**src/dcache_settings.svh**
```systemverilog
`ifndef DCACHE_SETTINGS_SVH
`define DCACHE_SETTINGS_SVH

// byte address width
`define DC_ADDR_W 32
// core data word
`define DC_XLEN 64

// set geometry
`define DC_SETS 64
`define DC_INDEX_W 6
`define DC_OFFSET_W 5

// address bits left above index and offset
`define DC_TAG_W 21

// words per line and refill beats per miss
`define DC_BEATS 4

`endif

```
**src/dcachePkg.sv**
```systemverilog
`include "dcache_settings.svh"
`default_nettype none

package dcachePkg;

  typedef logic [`DC_ADDR_W-1:0] addrT;
  typedef logic [`DC_XLEN-1:0] wordT;
  typedef logic [`DC_BEATS*`DC_XLEN-1:0] lineT;
  typedef logic [`DC_TAG_W-1:0] tagT;
  typedef logic [`DC_INDEX_W-1:0] indexT;

  // doubleword slot inside a line
  typedef logic [$clog2(`DC_BEATS)-1:0] beatT;

  // one enable per byte lane
  typedef logic [`DC_XLEN/8-1:0] byteMaskT;

  typedef logic wayT;

  typedef enum logic [2:0] {
    Idle,
    Compare,
    WriteBack,
    MissReq,
    Refill,
    Fill
  } ctrlStateT;

endpackage

`default_nettype wire

```
**src/dcacheCtrl.sv**
```systemverilog
`include "dcache_settings.svh"
`default_nettype none

module dcacheCtrl (
  input  wire                     clk,
  input  wire                     rst_n,
  input  wire                     req_valid_i,
  input  wire                     req_we_i,
  input  wire dcachePkg::addrT      req_addr_i,
  input  wire dcachePkg::wordT      req_wdata_i,
  input  wire dcachePkg::byteMaskT  req_wmask_i,
  input  wire                     hit_i,
  input  wire dcachePkg::wayT       hitWay_i,
  input  wire                     victimDirty_i,
  input  wire dcachePkg::tagT       victimTag_i,
  input  wire                     rd_ready_i,
  input  wire                     wr_ready_i,
  input  wire                     mem_rlast_i,
  output logic                    req_ready_o,
  output logic                    rsp_valid_o,
  output dcachePkg::indexT        lookupIndex_o,
  output dcachePkg::tagT          lookupTag_o,
  output dcachePkg::beatT         lookupBeat_o,
  output logic                    storeEn_o,
  output dcachePkg::wordT         storeData_o,
  output dcachePkg::byteMaskT     storeMask_o,
  output logic                    fill_o,
  output dcachePkg::wayT          victimWay_o,
  output logic                    refillStart_o,
  output logic                    rd_valid_o,
  output dcachePkg::addrT         rd_addr_o,
  output logic                    wr_valid_o,
  output dcachePkg::addrT         wr_addr_o
);
  import dcachePkg::*;

  ctrlStateT stateQ;
  ctrlStateT stateD;
  addrT      addrQ;
  logic      weQ;
  wordT      wdataQ;
  byteMaskT  wmaskQ;
  wayT       toggleQ;
  logic      refillDoneQ;
  logic      accept;
  tagT       reqTag;
  indexT     reqIndex;

  assign reqTag = addrQ[`DC_ADDR_W-1 -: `DC_TAG_W];
  assign reqIndex = addrQ[`DC_OFFSET_W +: `DC_INDEX_W];

  // new request only when idle or when the current one hits
  assign req_ready_o = (stateQ == Idle) || ((stateQ == Compare) && hit_i);
  assign accept = req_valid_i && req_ready_o;
  assign rsp_valid_o = (stateQ == Compare) && hit_i;

  always_comb begin
    stateD = stateQ;
    case (stateQ)
      Idle: begin
        if (accept) stateD = Compare;
      end
      Compare: begin
        if (!hit_i) begin
          stateD = victimDirty_i ? WriteBack : MissReq;
        end else if (!accept) begin
          stateD = Idle;
        end
      end
      WriteBack: begin
        if (wr_ready_i) stateD = MissReq;
      end
      MissReq: begin
        if (rd_ready_i) stateD = Refill;
      end
      Refill: begin
        if (mem_rlast_i) stateD = Fill;
      end
      Fill: begin
        stateD = Compare;
      end
      default: begin
        stateD = Idle;
      end
    endcase
  end

  always_ff @(posedge clk or negedge rst_n) begin
    if (!rst_n) begin
      stateQ <= Idle;
      weQ <= 1'b0;
      toggleQ <= 1'b0;
      refillDoneQ <= 1'b0;
    end else begin
      stateQ <= stateD;
      if (accept) weQ <= req_we_i;
      if (stateQ == Fill) begin
        refillDoneQ <= 1'b1;
      end else if (stateQ == Compare) begin
        refillDoneQ <= 1'b0;
      end
      // repeat compare hits the refilled way, so move past it
      if ((stateQ == Compare) && refillDoneQ && hit_i) begin
        toggleQ <= ~hitWay_i;
      end
    end
  end

  // request payload
  always_ff @(posedge clk) begin
    if (accept) begin
      addrQ <= req_addr_i;
      wdataQ <= req_wdata_i;
      wmaskQ <= req_wmask_i;
    end
  end

  assign lookupIndex_o = reqIndex;
  assign lookupTag_o = reqTag;
  assign lookupBeat_o = addrQ[3 +: $bits(beatT)];

  assign storeEn_o = (stateQ == Compare) && hit_i && weQ;
  assign storeData_o = wdataQ;
  assign storeMask_o = wmaskQ;

  assign victimWay_o = toggleQ;
  assign fill_o = (stateQ == Fill);
  assign refillStart_o = (stateQ == MissReq) && rd_ready_i;

  // line-aligned memory addresses
  assign rd_valid_o = (stateQ == MissReq);
  assign rd_addr_o = {reqTag, reqIndex, {`DC_OFFSET_W{1'b0}}};
  assign wr_valid_o = (stateQ == WriteBack);
  assign wr_addr_o = {victimTag_i, reqIndex, {`DC_OFFSET_W{1'b0}}};

endmodule

`default_nettype wire

```
**config.mk**
```make
export PLATFORM = sky130hd
export DESIGN_NAME = dcacheCtrl
export DESIGN_NICKNAME = d
export VERILOG_FILES = /design/src/dcachePkg.sv /design/src/dcacheCtrl.sv
export VERILOG_INCLUDE_DIRS = /design/src
export SDC_FILE = /design/constraint.sdc
export NUM_CORES = 1
export LEC_CHECK = 0
export BUFFER_PORTS_ARGS = -buffer_cell sky130_fd_sc_hd__buf_4
export CAP_MARGIN = 30
export CORE_AREA = 4 4 117 119
export CTS_BUF_LIST = sky130_fd_sc_hd__clkbuf_8
export CTS_CLUSTER_DIAMETER = 40
export CTS_CLUSTER_SIZE = 24
export DETAILED_ROUTE_END_ITERATION = 6
export DIE_AREA = 0 0 121 123
export PLACE_DENSITY = 0.66
export SLEW_MARGIN = 20
export SYNTH_ARGS = -nofsm -noshare
export SYNTH_HDL_FRONTEND = slang
export SYNTH_SLANG_ARGS = --single-unit
```
**constraint.sdc**
```tcl
create_clock -name clk -period 5.2 [get_ports clk]
set_input_delay 1.04 -clock clk [delete_from_list [all_inputs] [get_ports clk]]
set_output_delay 1.04 -clock clk [all_outputs]
set_load 0.02 [all_outputs]
```
==> results of run 1 <==
[synthesized netlist by cell type, drive strengths merged]
cell,instances
inv,3
a211o,1
buf,66
nand2,2
nor2,7
dfrtp,6
mux2,1
a311oi,1
a21oi,1
and2,1
and3,1
nand2b,4
nor3,2
nor4,1
and2b,1
a21o,2
mux2i,2
edfxtp,101
conb,1
and4bb,1
[layout by cell type (no fill, tap or decap), types with 2 or more instances in the layout]
cell,count
a21o_1,2
edfxtp_1,101
nand2b_1,4
nor3_1,2
mux2i_1,2
clkinv_1,3
dfrtp_1,6
buf_4,254
clkbuf_8,9
conb_1,10
nor2_1,7
clkinv_2,2
inv_1,3
[logic make-up after synthesis]
kind of cell    Yosys count  synth area share, %
compound gates            5               0.9639
buf+inv                  69                13.05
flops                   107                81.75
mux                       3               0.8033
other cells               1              0.09631
simple gates             20                3.342
[report_power, final]
part / switching [uW] / internal [uW]
clock network: 265 / 216
logic: 529 / 367
registers: 93.9 / 1190
total: 888 / 1770
[cell type report]
type,instances,area [sq um],area share (%)
sequential,107,3183,55.50
inverter,3,11.26,0.1963
timing repair buffer,254,1907,33.25
clock buffer,9,123.9,2.160
clock inverter,7,58.81,1.025
tap,172,215.2,3.752
multi-input combinational,38,236.5,4.123
[registers in the layout, indices dropped and copies added, names as in the netlist]
register and count:
victimWay_o 1, storeData_o 64, weQ 1, storeMask_o 8, stateQ 3, addrQ 29
refillDoneQ 1
[worst max-delay path: cells and delay by family]
kind,cells,cell delay [ps]
AND/OR/NAND/NOR,2,400
buffers and inverters,2,260
[metal layers]
layer	share of wire, %	up-vias
met2	53	165
met3	12	11
met4	1.2	0
met5	0	-
li1	-	1075
met1	34	1143
[path summary, 6_finish.rpt]
path	slack, ps	cells after the start	from	to
max in group asynchronous	4620	1	rst_n	refillDoneQ
worst max register to register	3240	3	stateQ[0]	addrQ[6]
worst min register to register	530	1	weQ	weQ
worst max-delay path	2460	4	hit_i	req_ready_o
worst min-delay path	460	1	rst_n	victimWay_o
min in group clk	530	1	weQ	weQ
[stage by stage]
stage               cells  cell area [sq um]  util (%)  hold WS [ps]  setup slack [ps]
floorplan             214               3928         -         469.9             90.61
global placement      574               5553     44.18         488.5              2465
detailed placement    574               5553     44.18         505.0              2456
CTS                   590               5736     45.63         423.7              2443
global route          590               5736     45.63         421.9              2378
finish                590               5736     45.63         463.8              2456
==> flow_summary.toml, run 1 <==
[cells_and_area]
fin_nets = 548
drive_gt1_share_pct = 65.07
area_growth_syn_to_layout_pct = 47.30
fill_cells = 1142
diodes = 0

[sta]
fin_crit_ps = 2744
max_freq_ghz = 0.3644
drv_slew = 0
hold_viol = 0
min_period_over_period_pct = 52.77
fin_worst_skew_ps = 3.907
tns_ps = 0
tightest_slew_ps = 730.4
rsz0062_at_grt = "false"
setup_viol = 0
slew_headroom_pct = 51.31

[detailed_routing]
vias = 2394
vias_per_cell = 4.058
firstDrtPassIters = 4
routedWlPerCell_um = 15.99
antenna_left = 0
drtIter0Drc = 93
drc_errors = 0
routed_wl_um = 9433

[run]
maxCapViolations = 0

[synth]
yosysTopAreaCell = "edfxtp_1"
yosys_warnings = 0
synth_area_sq_um = 3894
ys_types = 23
synthTopCellsByArea = "edfxtp_1 (78%), buf_4 (12%), dfrtp_1 (3.9%), nor2_1 (0.67%), nand2b_1 (0.64%)"
netlist.area_leader.share_pct = 77.89
synthCells = 205
synth_seq_area_share_pct = 81.75
syn_avg_cell_area_sq_um = 18.99
synth_seq_cells = 107

[cts]
post_cts_resized = 0
clockBufferDepth = 2
clk_pin_slew_worst_paths_ps = 90
htree_levels = 3
cts_num_sinks = 107
post-cts-setup-buffers = 0
cts_tree = "done"
clk_latency_ps = 370
cts_buffers = 9
root_buffer = "clkbuf_8"
cts_hold_buffers = 0

[floorplanning]
ioPinCount = 308
die_y_um = 123
num_rows = 41
die_area_sq_um = 14880
initial_core_util_pct = 30.98
core-area_sq_um = 12570
die_w_um = 121

[grt]
grt_use_met3_pct = 6.038
overflow = 0
grt.busiest_layer = "met2"
antenna_found_initial = 0
grt.total_usage_pct = 11.74
grt_start_max_net_pins = 58
grt_use_met1_pct = 12.38
use_met2_pct = 20.11
grt_pass1_wl_um = 13180
grt_pass1_vias = 2495

[pwr]
vdd_ir_drop_max_uv = 225.0
powerDensity_nw_per_um2 = 463.6
total_power_uw = 2659
p_leak_uw = 0.002470

[critical_path]
critPathKind = "input port to primary output"
crit_slowest_cell = "and2b_2"
crit_path_max_incr_delay_ps = 240
crit_arrival_ps = 1700
cpMostUsedCell = "buf_4"
cp_data_required_time_ps = 4160
path_max_fanout = 4
endpoint_kind = "primary output"
crit_chain = "buf_4 > and2b_2 > nor3_1 > buf_4"
critPathLaunchType = "input port"

[status]
outcome = "finished clean"

[hold_path]
hold_path_class = "input port to async pin"

[placed_design]
io_buffers = 252
place_congestion = 0.8001
hpwl_um = 7517
No activity file was read; power rests on OpenSTA's default activity.
==> inputs of run 2 (changes only) <==
- CORE_AREA: 4 4 117 119 -> 4 4 118 120
- DIE_AREA: 0 0 121 123 -> 0 0 122 124
- PLACE_DENSITY: 0.66 -> 0.68
- clock period: 5.2 -> 2.25 ns (I/O delays scaled with it)
==> run 2 against run 1 <==
  * First-iteration DRC count down 28%
  * Worst setup slack worse by 2200 ps
  * Worst hold slack worse by 220 ps
  * Sequential power up 130%
  * Utilization down 1.1 points
  * Largest power group unchanged
==> flow_summary.toml, run 2 (same netlist as run 1, synthesis figures left out) <==
[status]
outcome = "finished clean"

[sta]
min_period_over_period_pct = 88.58
slew_headroom_pct = 67.03
max_freq_ghz = 0.5017
hold_viol = 0
rsz0062_at_grt = "false"
drv_slew = 0
fin_worst_skew_ps = 9.645
tns_ps = 0
fin_crit_ps = 1993
setup_viol = 0
tightest_slew_ps = 490.9

[critical_path]
crit_chain = "and4bb_4 > and2_1 > buf_4"
critPathKind = "flip-flop to primary output"
crit_path_max_incr_delay_ps = 530
path_max_fanout = 11
cp_num_buf_inv = 1
crit_arrival_ps = 1540
cp_data_required_time_ps = 1800
crit_family = "flip-flops"
endpoint_kind = "primary output"
crit_slowest_cell = "dfrtp_1"
critPathLaunchType = "flip-flop"

[pwr]
powerDensity_nw_per_um2 = 1071
vdd_ir_drop_max_uv = 566.1
p_leak_uw = 0.002490

[floorplanning]
core-area_sq_um = 12980
die_y_um = 124
die_w_um = 122
ioPinCount = 308
num_rows = 42
die_area_sq_um = 15130
initial_core_util_pct = 30.00

[grt]
grt.total_usage_pct = 12.33
grt_pass1_vias = 2447
grt_start_max_net_pins = 55
antenna_found_initial = 0
overflow = 0
grt_pass1_wl_um = 13520

[detailed_routing]
routed_wl_um = 9609
firstDrtPassIters = 4
vias = 2381
routedWlPerCell_um = 16.12
drtIter0Drc = 67
drc_errors = 0
vias_per_cell = 3.995
antenna_left = 0

[cells_and_area]
fill_cells = 1171
utilization_pct = 44.54
fin_cells = 596
fin_nets = 550
mostFrequentLayoutCells = "buf_4 (253), edfxtp_1 (101), conb_1 (10)"
layout_commonest_cell = "buf_4"
diodes = 0
area_growth_syn_to_layout_pct = 48.49
largest_reg_flops = 64
drive_gt1_share_pct = 65.48

[cts]
clk_latency_ps = 380
post_cts_resized = 0
clockBufferDepth = 2
htree_levels = 3
cts_num_sinks = 107
cts_hold_buffers = 1
root_buffer = "clkbuf_8"
cts_buffers = 9
post-cts-setup-buffers = 0
clk_pin_slew_worst_paths_ps = 110
cts_tree = "done"

[placed_design]
place_congestion = 0.7879
hpwl_um = 7663
placed_cells = 579
io_buffers = 252

[hold_path]
hold_path_class = "input port to flip-flop"

[run]
maxCapViolations = 0
## run 2: worst register-to-register path, cell delays in order (launching register included)
cell and delay (ps):
dfrtp_1 490, and2b_2 300, nor4_4 380, buf_12 340
## run 2: area by class of cell
class / count / area [sq um] / share of cell area [%]
flip-flops and latches: 107 / 3183 / 55.05
clock inverters: 7 / 57.56 / 0.9955
repair buffers: 256 / 1949 / 33.72
well taps: 176 / 220.2 / 3.809
inverters: 3 / 11.26 / 0.1948
multi-input cells: 38 / 236.5 / 4.090
clock buffers: 9 / 123.9 / 2.142
## run 2: worst paths after layout
kind                                  from  slack (ps)         endpoint  depth (start not counted)
max reg2reg                      stateQ[0]         400  storeData_o[19]                          3
min reg2reg                    refillDoneQ         520      refillDoneQ                          1
min in group asynchronous            rst_n         430      victimWay_o                          2
max in group asynchronous            rst_n        1710        stateQ[1]                          2
min                        req_wdata_i[36]         240  storeData_o[36]                          1
max                              stateQ[1]         260        storeEn_o                          3
## run 2: per-layer routing
layer	wire length, um	track usage, %	vias to the layer above
met5	0	0	-
met4	293	7.423	0
met3	1201	5.404	20
met2	5030	20.96	167
met1	3084	12.56	1112
li1	-	-	1082
## run 2: power by group
group	switching, uW	internal [uW]
clock network	688	423
logic	1240	891
registers	218	2740
total	2140	4050
## run 2: per-stage QoR
stage	hold slack, ps	cell area (sq um)	power [uW]	worst slack [ps]
floorplan	154.4	3928	4301	-2269
global placement	262.5	5590	5122	361.1
detailed placement	263.7	5590	5170	349.4
CTS	201.4	5782	6306	221.4
global route	200.2	5782	6528	140.6
finish	240.2	5782	6191	256.9
