`src/dcache_settings.svh`:
```
`ifndef DCACHE_SETTINGS_SVH
`define DCACHE_SETTINGS_SVH

// byte address width
`define DC_ADDR_W 32
// core data word
`define DC_XLEN 64

// set geometry
`define DC_SETS 64
`define DC_INDEX_W 6
`define DC_OFFSET_W 5

// address bits left above index and offset
`define DC_TAG_W 21

// words per line and refill beats per miss
`define DC_BEATS 4

`endif

```
`src/dcachePkg.sv`:
```
`include "dcache_settings.svh"
`default_nettype none

package dcachePkg;

  typedef logic [`DC_ADDR_W-1:0] addrT;
  typedef logic [`DC_XLEN-1:0] wordT;
  typedef logic [`DC_BEATS*`DC_XLEN-1:0] lineT;
  typedef logic [`DC_TAG_W-1:0] tagT;
  typedef logic [`DC_INDEX_W-1:0] indexT;

  // doubleword slot inside a line
  typedef logic [$clog2(`DC_BEATS)-1:0] beatT;

  // one enable per byte lane
  typedef logic [`DC_XLEN/8-1:0] byteMaskT;

  typedef logic wayT;

  typedef enum logic [2:0] {
    Idle,
    Compare,
    WriteBack,
    MissReq,
    Refill,
    Fill
  } ctrlStateT;

endpackage

`default_nettype wire

```
`src/dcacheRefillBuf.sv`:
```
`include "dcache_settings.svh"
`default_nettype none

module dcacheRefillBuf (
  input  wire                 clk,
  input  wire                 rst_n,
  input  wire                 start_i,
  input  wire                 beatValid_i,
  input  wire dcachePkg::wordT  beatData_i,
  output dcachePkg::lineT     line_o
);
  import dcachePkg::*;

  beatT beatCnt;
  lineT lineQ;

  // lowest word arrives first
  always_ff @(posedge clk or negedge rst_n) begin
    if (!rst_n) begin
      beatCnt <= '0;
    end else if (start_i) begin
      beatCnt <= '0;
    end else if (beatValid_i) begin
      beatCnt <= beatCnt + 1'b1;
    end
  end

  always_ff @(posedge clk) begin
    if (beatValid_i) begin
      lineQ[beatCnt*`DC_XLEN +: `DC_XLEN] <= beatData_i;
    end
  end

  assign line_o = lineQ;

endmodule

`default_nettype wire

```
`config.mk`:
```
export PLATFORM = sky130hd
export DESIGN_NAME = dcacheRefillBuf
export DESIGN_NICKNAME = d
export VERILOG_FILES = /design/src/dcachePkg.sv /design/src/dcacheRefillBuf.sv
export VERILOG_INCLUDE_DIRS = /design/src
export SDC_FILE = /design/constraint.sdc
export NUM_CORES = 1
export LEC_CHECK = 0
export ABC_AREA = 1
export ABC_CLOCK_PERIOD_IN_PS = 2800
export BUFFER_PORTS_ARGS = -buffer_cell sky130_fd_sc_hd__buf_2
export CORE_UTILIZATION = 35
export DETAILED_ROUTE_END_ITERATION = 8
export GPL_ROUTABILITY_DRIVEN = 1
export PLACE_DENSITY = 0.57
export SLEW_MARGIN = 20
export SYNTH_ARGS = -nofsm -noshare
export SYNTH_HDL_FRONTEND = slang
export SYNTH_SLANG_ARGS = --single-unit
export TNS_END_PERCENT = 5
```
`constraint.sdc`:
```
create_clock -name clk -period 2.8 [get_ports clk]
set_input_delay 0.56 -clock clk [delete_from_list [all_inputs] [get_ports clk]]
set_output_delay 0.56 -clock clk [all_outputs]
set_load 0.01 [all_outputs]
```
==> results of run 1 <==
synthesized netlist by cell type:
| master | count | share of area (%) |
|---|---|---|
| nor2_1 | 258 | 9.6 |
| inv_2 | 2 | 0.074 |
| buf_2 | 43 | 2.1 |
| edfxtp_1 | 256 | 76 |
| nand3_1 | 130 | 6.4 |
| ha_1 | 5 | 0.62 |
| buf_6 | 13 | 1.4 |
| inv_1 | 9 | 0.33 |
| buf_4 | 2 | 0.15 |
| nand2_1 | 73 | 2.7 |
| nand2_2 | 3 | 0.19 |
| clkbuf_1 | 1 | 0.037 |
| dfrtp_1 | 2 | 0.49 |
power by group through the flow:
stage               Clock (mW)  Sequential [mW]  Combinational, mW
floorplan                    0             4.62              0.535
detailed placement           0             4.54               1.05
CTS                       3.98             4.46               1.06
global placement             0             4.54               1.04
finish                    3.90             4.46               1.03
global route              4.11             4.47               1.14
worst reg2reg max path, delay by kind of cell, from the launching register on:
| family | cells | cell delay (ns) |
|---|---|---|
| flops | 1 | 0.40 |
| simple gates | 3 | 0.68 |
| buf+inv | 2 | 0.95 |
worst max path at each step:
stage / startpoint / to / cells past startpoint
2_1_floorplan: beatCnt[0] / line_o[0] / 4
3_3_place_gp: beatCnt[0] / line_o[152] / 5
3_5_place_dp: beatCnt[0] / line_o[147] / 5
4_1_cts: beatCnt[0] / line_o[129] / 5
5_1_grt: beatCnt[0] / line_o[40] / 6
6_report: beatCnt[0] / line_o[129] / 5
per-layer routing:
metal / wire [um] / vias up / GRT usage (%)
met3: 2610 / 62 / 5.70
met5: 17 / - / 0
met1: 12400 / 3500 / 25.8
li1: - / 3380 / -
met4: 988 / 2 / 7.00
met2: 14000 / 343 / 31.9
area by class of cell:
class                      count  area [um^2]
sequential                   258         7740
timing repair buffer         343         1880
fill                        2604        15100
multi-input combinational    469         2000
tap                          378          473
inverter                      11         48.8
clock inverter                20          277
clock buffer                  30          687
flip-flops by register name, summed over array words and instances, names as in the netlist:
register,flops
line_o,256
beatCnt,2
cell families (layout without fill, tap and decap cells):
kind of cell	Yosys count	in the layout	share of synthesized area (%)
adder cells (fa/ha/maj)	5	5	0.617
buffers and inverters	70	404	4.16
AND/OR/NAND/NOR	464	464	18.9
flip-flops	258	258	76.4
what timing repair did:
| action | in CTS | in global routing |
|---|---|---|
| buffers inserted | 0 | 0 |
| hold endpoints to repair | 2 | 0 |
| hold buffers | 1 | 0 |
==> qor.yml, run 1 <==
yosys:
  synth_cell_types: 13
  syn-cell-area_um2: 10100
  synth_area_per_cell_um2: 12.7
  ys_warn_count: 0
  synth-seq-area-share_pct: 76.4
  synth_fp_nets: 870
  synth-seq-cells: 258
  postSynthCellCount: 797
finish:
  final_area_um2: 13100
  drive_gt1_share_pct: 34.9
  final-instance-count-excl-fill: 1509
  syn2layout_area_growth_pct: 29.3
  n_antenna_cell: 0
  layout_commonest_cell: "buf_2"
  fin_nets: 1183
  fin_util_pct: 46.5
  most-common-layout-cells: "buf_2 (323), nor2_1 (258), edfxtp_1 (256), nand3_1 (130), nand2_1 (72)"
sta:
  tightestPinTransition_ns: 0.860
  drv_slew: 0
  tns_ns: 0
  layout_setup_ws_ns: 0.512
  holdWs_ns: 0.278
  finClkSkew_ns: 0.0201
  fin_crit_sh_pct: 81.7
  max_freq_mhz: 437
  hold_viol: 0
  post-route-min-period_ns: 2.29
  maxSlewHeadroom_pct: 42.7
  finalSetupViolCount: 0
  rsz0062_at_grt: "no"
pwr:
  pwr-share-seq_pct: 47.4
  switchingPower_mw: 2.29
  totalPowerFinal_mw: 9.39
  intPower_mw: 7.11
  power.leakage_nw: 5.32
  power_frac_comb_pct: 11.0
  clockPowerShare_pct: 41.6
  peakVddDrop_mv: 0.394
  powerDensity_nw_per_um2: 717
  swShare_pct: 24.4
setup_path:
  path_max_fanout: 68
  crit_type: "reg2reg"
  cp_slowest_cell: "buf_4"
  crit_arrival_ns: 2.56
  critical-path-max-stage-delay_ns: 0.67
  path_buf_inv: 2
  rr_startpoint: "beatCnt[0]"
  cp_top_family: "buffers and inverters"
  crit_path_frequent_cell: "nor2_1"
  r2r_slack_ns: 0.51
  worstPathCellList: "buf_4, nor2_1, nand2_4, buf_12, nor2_1"
  r2r-end: "line_o[129]"
  endpoint_kind: "flip-flop"
  r2r_cells: 5
  cp.required_ns: 3.08
  cp-start-kind: "flip-flop"
global_route:
  grt-ovfl-total: 0
  grt_pass1_wl_um: 43600
  grtUsageTotal_pct: 19.9
  antenna_found_initial: 1
  grt_pass1_vias: 7083
  grt_max_degree: 69
routing:
  via_per_inst: 4.83
  firstDrtPassIters: 5
  drt_iter0_drc: 553
  wl_per_cell_um: 19.9
  totalWireLength_um: 30000
  drc: 0
  vias: 7287
  ant_nets: 0
cts:
  cts-htree-levels: 1
  cts_buffers: 27
  cts.path.max_buffers: 3
  clk_pin_slew_ns: 0.06
  cts-root-buf: "clkbuf_16"
  clock-sinks: 258
  worstSkewPairLatency_ns: 0.54
  cts.repair.resized: 0
  cts_tree: "built"
placement:
  place_congestion: 0.794
  dp_cells: 1458
  dpl-instance-area_um2: 12100
  dpl.hpwl_um: 19700
  place_ws_ns: 0.486
  port_buffers: 323
hold_path:
  min_from: "start_i"
  hold_path.class: "in2reg"
  min_path_cells: 4
  min_to: "beatCnt[0]"
die:
  row_count: 61
  io_pins: 324
  fp.dieH_um: 172
  die_w_um: 172
  coreArea_um2: 28200
  initial_utilization_pct: 36.0
  dieArea_um2: 29600
flow_run:
  maxCapViolations: 0
status:
  status: "finished, final reports clean"
Note: power is estimated with default switching activity, not from simulation.
==> run 2, diff against run 1 <==
- ABC_AREA: 1 -> 0
- ABC_CLOCK_PERIOD_IN_PS: 2800 -> 1900
- PLACE_DENSITY: 0.57 -> 0.59
- clock period: 2.8 -> 1.9 ns (I/O delays scaled with it)
==> run 2 against run 1 <==
Against the previous run:
- die area decreased by 3.6%
- non-clock buffer count increased by 6
- clock skew decreased by 0.012 ns
- power increased by 42%
- highest routed layer unchanged
- largest cell class unchanged
- fmax increased by 26%
- cell count decreased by 13%
- global-route usage decreased by 2.4 points
- synthesized area decreased by 3.7%
- register-to-register slack got worse by 0.43 ns
- final area decreased by 1.2%
==> qor.yml, run 2 <==
sta:
  tightestPinTransition_ns: 0.354
  hold_viol: 0
  finalSetupViolCount: 0
  finClkSkew_ns: 0.00802
  maxSlewHeadroom_pct: 76.4
  post-route-min-period_ns: 1.82
  fin_crit_sh_pct: 95.7
  tns_ns: 0
  max_freq_mhz: 550
  drv_slew: 0
yosys:
  synth_common_cells: "edfxtp_1 (256), and2_1 (131), and3_1 (125)"
  synth-compound-area-share_pct: 0
  synthTopCellsByArea: "edfxtp_1 (79%), and2_1 (8.4%), and3_1 (8.0%)"
  yosysMostFrequentCell: "edfxtp_1"
  postSynthCellCount: 576
  synthAdderAreaFrac_pct: 0.641
  synth_edf_count: 256
  yosysTopAreaCell: "edfxtp_1"
  synthSimpleGateAreaFrac_pct: 17.5
  synth_top_flop_cell: "edfxtp_1"
  synth-seq-cells: 258
  muxShareOfSynthArea_pct: 0.103
  synth_top_area_share_pct: 78.7
  async_flop_share_pct: 0.775
  synth_cell_types: 18
  synth_top_family_by_area: "simple AND/OR/NAND/NOR gates"
  synth_fp_nets: 649
  synth_xor_area_share_pct: 0.0897
  ys_warn_count: 0
  synth_area_per_cell_um2: 16.9
  syn-cell-area_um2: 9760
  synth-seq-area-share_pct: 79.3
routing:
  wl_met2_um: 12500
  met3_length_um: 1710
  via_per_inst: 4.61
  totalWireLength_um: 26000
  firstDrtPassIters: 4
  drc: 0
  ant_nets: 0
  drt_iter0_drc: 371
  wl_per_cell_um: 19.8
  vias: 6045
  wl_met1_um: 11100
  highest_layer: "met5"
setup_path:
  path_buf_inv: 3
  cp-start-kind: "flip-flop"
  r2r_cells: 6
  endpoint_kind: "flip-flop"
  cp_slowest_cell: "dfrtp_1"
  critical-path-max-stage-delay_ns: 0.38
  cp.required_ns: 2.30
  cp.depth: 6
  crit_type: "reg2reg"
  path_max_fanout: 32
  crit_arrival_ns: 2.22
  cp_top_family: "buffers and inverters"
  worstPathCellList: "inv_1, ha_1, nor4b_4, buf_4, buf_8, and2_1"
die:
  initial_utilization_pct: 35.9
  die_w_um: 169
  coreArea_um2: 27200
  io_pins: 324
  dieArea_um2: 28600
  row_count: 60
  fp.dieH_um: 169
global_route:
  antenna_found_initial: 2
  grt_max_degree: 81
  grt-ovfl-total: 0
  grt_pass1_wl_um: 37800
  grt_pass1_vias: 6126
  grtUsageTotal_pct: 17.6
flow_run:
  maxCapViolations: 0
cts:
  clock-sinks: 258
  worstSkewPairLatency_ns: 0.53
  cts_tree: "built"
  cts-htree-levels: 1
  cts-root-buf: "clkbuf_16"
  cts.path.max_buffers: 3
  clk_pin_slew_ns: 0.06
  cts_buffers: 28
pwr:
  peakVddDrop_mv: 0.532
  power.leakage_nw: 5.35
  powerDensity_nw_per_um2: 1030
finish:
  drive_gt1_share_pct: 42.3
  most-common-layout-cells: "buf_2 (323), edfxtp_1 (256), and2_1 (127), and3_1 (125), clkbuf_16 (30)"
  syn2layout_area_growth_pct: 32.7
  final-instance-count-excl-fill: 1310
  layout_commonest_cell: "buf_2"
  largest_reg_flops: 256
  fin_nets: 988
hold_path:
  hold_path.class: "in2reg"
  min_path_cells: 2
placement:
  dp_cells: 1252
  dpl.hpwl_um: 16100
  port_buffers: 323
  place_congestion: 0.720
status:
  status: "finished, final reports clean"
run 2: cell families (layout without fill, tap and decap cells):
group / Yosys count / count (layout)
buffers and inverters: 42 / 403
and+or+nand+nor: 269 / 269
muxes: 1 / 1
xor gates and xnor gates: 1 / 1
adders and majority gates: 5 / 5
other: 0 / 1
DFF: 258 / 258
run 2: stage by stage:
| stage | worst slack [ns] | power (mW) | hold slack (ns) | cell area [um^2] | util, % |
|---|---|---|---|---|---|
| 3_3_place_gp | 0.0655 | 8.08 | 0.168 | 12000 | 44.0 |
| 4_1_cts | 0.0543 | 13.5 | 0.132 | 12900 | 47.5 |
| 5_1_grt | -0.000594 | 13.8 | 0.143 | 12900 | 47.6 |
| 6_report | 0.0819 | 13.4 | 0.160 | 12900 | 47.7 |
| 3_5_place_dp | 0.0192 | 8.11 | 0.178 | 12000 | 44.0 |
| 2_1_floorplan | -0.685 | 7.41 | 0.0844 | 9770 | - |
run 2: timing repair:
item                                    in CTS  in global routing
endpoints found under the hold margin        3                  0
endpoints found under the setup margin       1                 55
buffers inserted                             1                  1
gates resized for setup                      0                  3
gates cloned                                 0                  1
hold buffers                                 2                  0
pin swaps                                    0                  1
run 2: final timing paths:
| check | end | slack [ns] | startpoint |
|---|---|---|---|
| max in group asynchronous | beatCnt[0] | 1.61 | rst_n |
| min reg2reg | beatCnt[1] | 0.59 | beatCnt[1] |
| min | line_o[165] | 0.16 | beatData_i[37] |
| max | line_o[147] | 0.08 | beatCnt[1] |
| min in group asynchronous | beatCnt[1] | 0.19 | rst_n |
| max reg2reg | line_o[147] | 0.08 | beatCnt[1] |
run 2: layout make-up:
class | instances | area, um^2
fillers | 2420 | 14200
flip-flops and latches | 258 | 7740
repair buffers | 349 | 2000
multi-input cells | 276 | 1820
clock buffers | 33 | 741
well taps | 372 | 465
clock inverters | 19 | 171
inverters | 2 | 7.51
diodes | 1 | 2.50
run 2: metal layers:
| metal | GRT usage, % | vias to the layer above |
|---|---|---|
| li1 | - | 2798 |
| met1 | 22.3 | 2945 |
| met2 | 30.1 | 250 |
| met3 | 4.00 | 48 |
| met4 | 4.74 | 4 |
| met5 | 0 | - |
run 2: power breakdown:
group	switching [mW]	total, mW	internal [mW]
registers	0.0648	6.63	6.57
logic	0.848	1.35	0.498
clock network	2.20	5.39	3.18
total	3.12	13.4	10.3
==> run 3, diff against run 2 <==
- SETUP_SLACK_MARGIN: default -> 0.5
==> run 3 against run 2 <==
Against the previous run:
- worst hold slack got worse by 0.0039 ns
- clock skew hardly changed
- critical path type unchanged
- largest power group unchanged
- non-clock buffer count grew 4
- sequential power about the same
- fmax up 11%
- utilization is 0.45 points higher
- critical endpoint is now line_o[54]
==> qor.yml, run 3 (synthesis gave the netlist of run 2 again) <==
setup_path:
  cp-start-kind: "flip-flop"
  crit_type: "reg2reg"
  endpoint_kind: "flip-flop"
  cp_top_family: "simple AND/OR/NAND/NOR gates"
  worstPathCellList: "inv_4, ha_4, and4bb_4, buf_12, and2_1"
  worstSetupStartpoint: "beatCnt[0]"
  crit_arrival_ns: 2.04
  path_buf_inv: 2
  critical-path-max-stage-delay_ns: 0.42
  rr_startpoint: "beatCnt[0]"
  path_max_fanout: 32
  cp.required_ns: 2.30
  cp_slowest_cell: "dfrtp_2"
hold_path:
  hold_path.class: "in2reg"
  min_from: "beatData_i[30]"
die:
  row_count: 60
  dieArea_um2: 28600
  fp.dieH_um: 169
  coreArea_um2: 27200
  initial_utilization_pct: 35.9
  io_pins: 324
  die_w_um: 169
routing:
  drt_iter0_drc: 415
  ant_nets: 0
  firstDrtPassIters: 4
  totalWireLength_um: 26000
  drc: 0
  vias: 6067
  via_per_inst: 4.63
  wl_per_cell_um: 19.8
finish:
  drive_gt1_share_pct: 43.4
  fin_nets: 991
  layout_commonest_cell: "buf_2"
  largest_reg_flops: 256
  syn2layout_area_growth_pct: 33.9
  final-instance-count-excl-fill: 1309
  fin_util_pct: 48.1
  most-common-layout-cells: "buf_2 (323), edfxtp_1 (256), and2_1 (127), and3_1 (125), clkbuf_16 (29)"
  n_antenna_cell: 0
  n_fill_cell: 2403
global_route:
  grt_pass1_vias: 6036
  grt_pass1_wl_um: 36900
  grtUsageTotal_pct: 17.3
  antenna_found_initial: 1
  grt-ovfl-total: 0
  grt_max_degree: 104
pwr:
  peakVddDrop_mv: 0.638
  power.leakage_nw: 5.38
  powerDensity_nw_per_um2: 1030
cts:
  cts.path.max_buffers: 3
  worstSkewPairLatency_ns: 0.53
  clock-sinks: 258
  cts-root-buf: "clkbuf_16"
  cts-htree-levels: 1
  cts_buffers: 27
  clk_pin_slew_ns: 0.06
  cts_tree: "built"
sta:
  finalSetupViolCount: 0
  rsz0062_at_grt: "yes"
  tns_ns: 0
  max_freq_mhz: 610
  post-route-min-period_ns: 1.64
  finClkSkew_ns: 0.00836
  fin_crit_sh_pct: 86.3
  maxSlewHeadroom_pct: 71.4
  drv_slew: 0
  tightestPinTransition_ns: 0.429
  hold_viol: 0
placement:
  dpl.hpwl_um: 16200
  place_congestion: 0.763
  dp_cells: 1251
  port_buffers: 323
flow_run:
  maxCapViolations: 0
status:
  status: "finished, final reports clean"
## run 3: changes by cell type in the layout (fill, tap and decap cells not counted), sizes merged
cell,delta
clkinvlp,+2
diode,-1
bufinv,+2
buf,+3
clkinv,-4
clkbuf,-3
## run 3: area by class of cell
| type | count | area (um^2) | area share [%] |
|---|---|---|---|
| Timing Repair Buffer | 353 | 2100 | 16.0 |
| Tap cell | 372 | 465 | 3.56 |
| Sequential cell | 258 | 7740 | 59.2 |
| Multi-Input combinational cell | 276 | 1850 | 14.1 |
| Clock inverter | 19 | 229 | 1.75 |
| Inverter | 2 | 10.0 | 0.0766 |
| Clock buffer | 29 | 683 | 5.23 |
## run 3: power by group
part | switching [mW] | internal, mW
Clock | 2.15 | 3.27
Combinational | 0.888 | 0.547
Sequential | 0.0682 | 6.57
Total | 3.11 | 10.4
## run 3: stage by stage
stage          power [mW]  hold WS [ns]  instance area (um^2)  worst slack [ns]
4_1_cts              13.6         0.133                 13000             0.264
5_1_grt              13.9         0.151                 13100             0.213
2_1_floorplan        7.42        0.0844                  9790             0.271
3_5_place_dp         8.10         0.171                 12000             0.111
6_report             13.5         0.156                 13100             0.261
3_3_place_gp         8.08         0.171                 12000             0.150
## run 3: layer usage
layer,vias to the layer above,wire length [um],GRT usage [%]
li1,2803,-,-
met3,43,1850,4.04
met4,2,709,5.56
met5,-,17,0
met2,245,12700,30.2
met1,2974,10700,21.2
## run 3: what timing repair did
item / in CTS / in global routing
buffers inserted: 5 / 0
endpoints found under the setup margin: 745 / 744
pin swaps: 1 / 0
gates resized for setup: 6 / 1
hold buffers: 2 / 0
gates cloned: 1 / 2
hold endpoints to repair: 3 / 0
## run 3: worst paths after layout
| kind | endpoint | slack (ns) | depth (start not counted) |
|---|---|---|---|
| hold reg to reg | beatCnt[1] | 0.68 | 3 |
| max in group asynchronous | beatCnt[0] | 1.62 | 2 |
| hold / removal | line_o[30] | 0.16 | 2 |
| setup / recovery | line_o[54] | 0.26 | 5 |
| setup reg to reg | line_o[54] | 0.26 | 5 |
| min in group asynchronous | beatCnt[0] | 0.17 | 2 |
## run 3: worst register-to-register path, delay by kind of cell (launching register included)
kind                     cells  cell delay [ns]
flip-flops                   1             0.42
buffers and inverters        2             0.32
adder cells (fa/ha/maj)      1             0.22
AND/OR/NAND/NOR              2             0.54
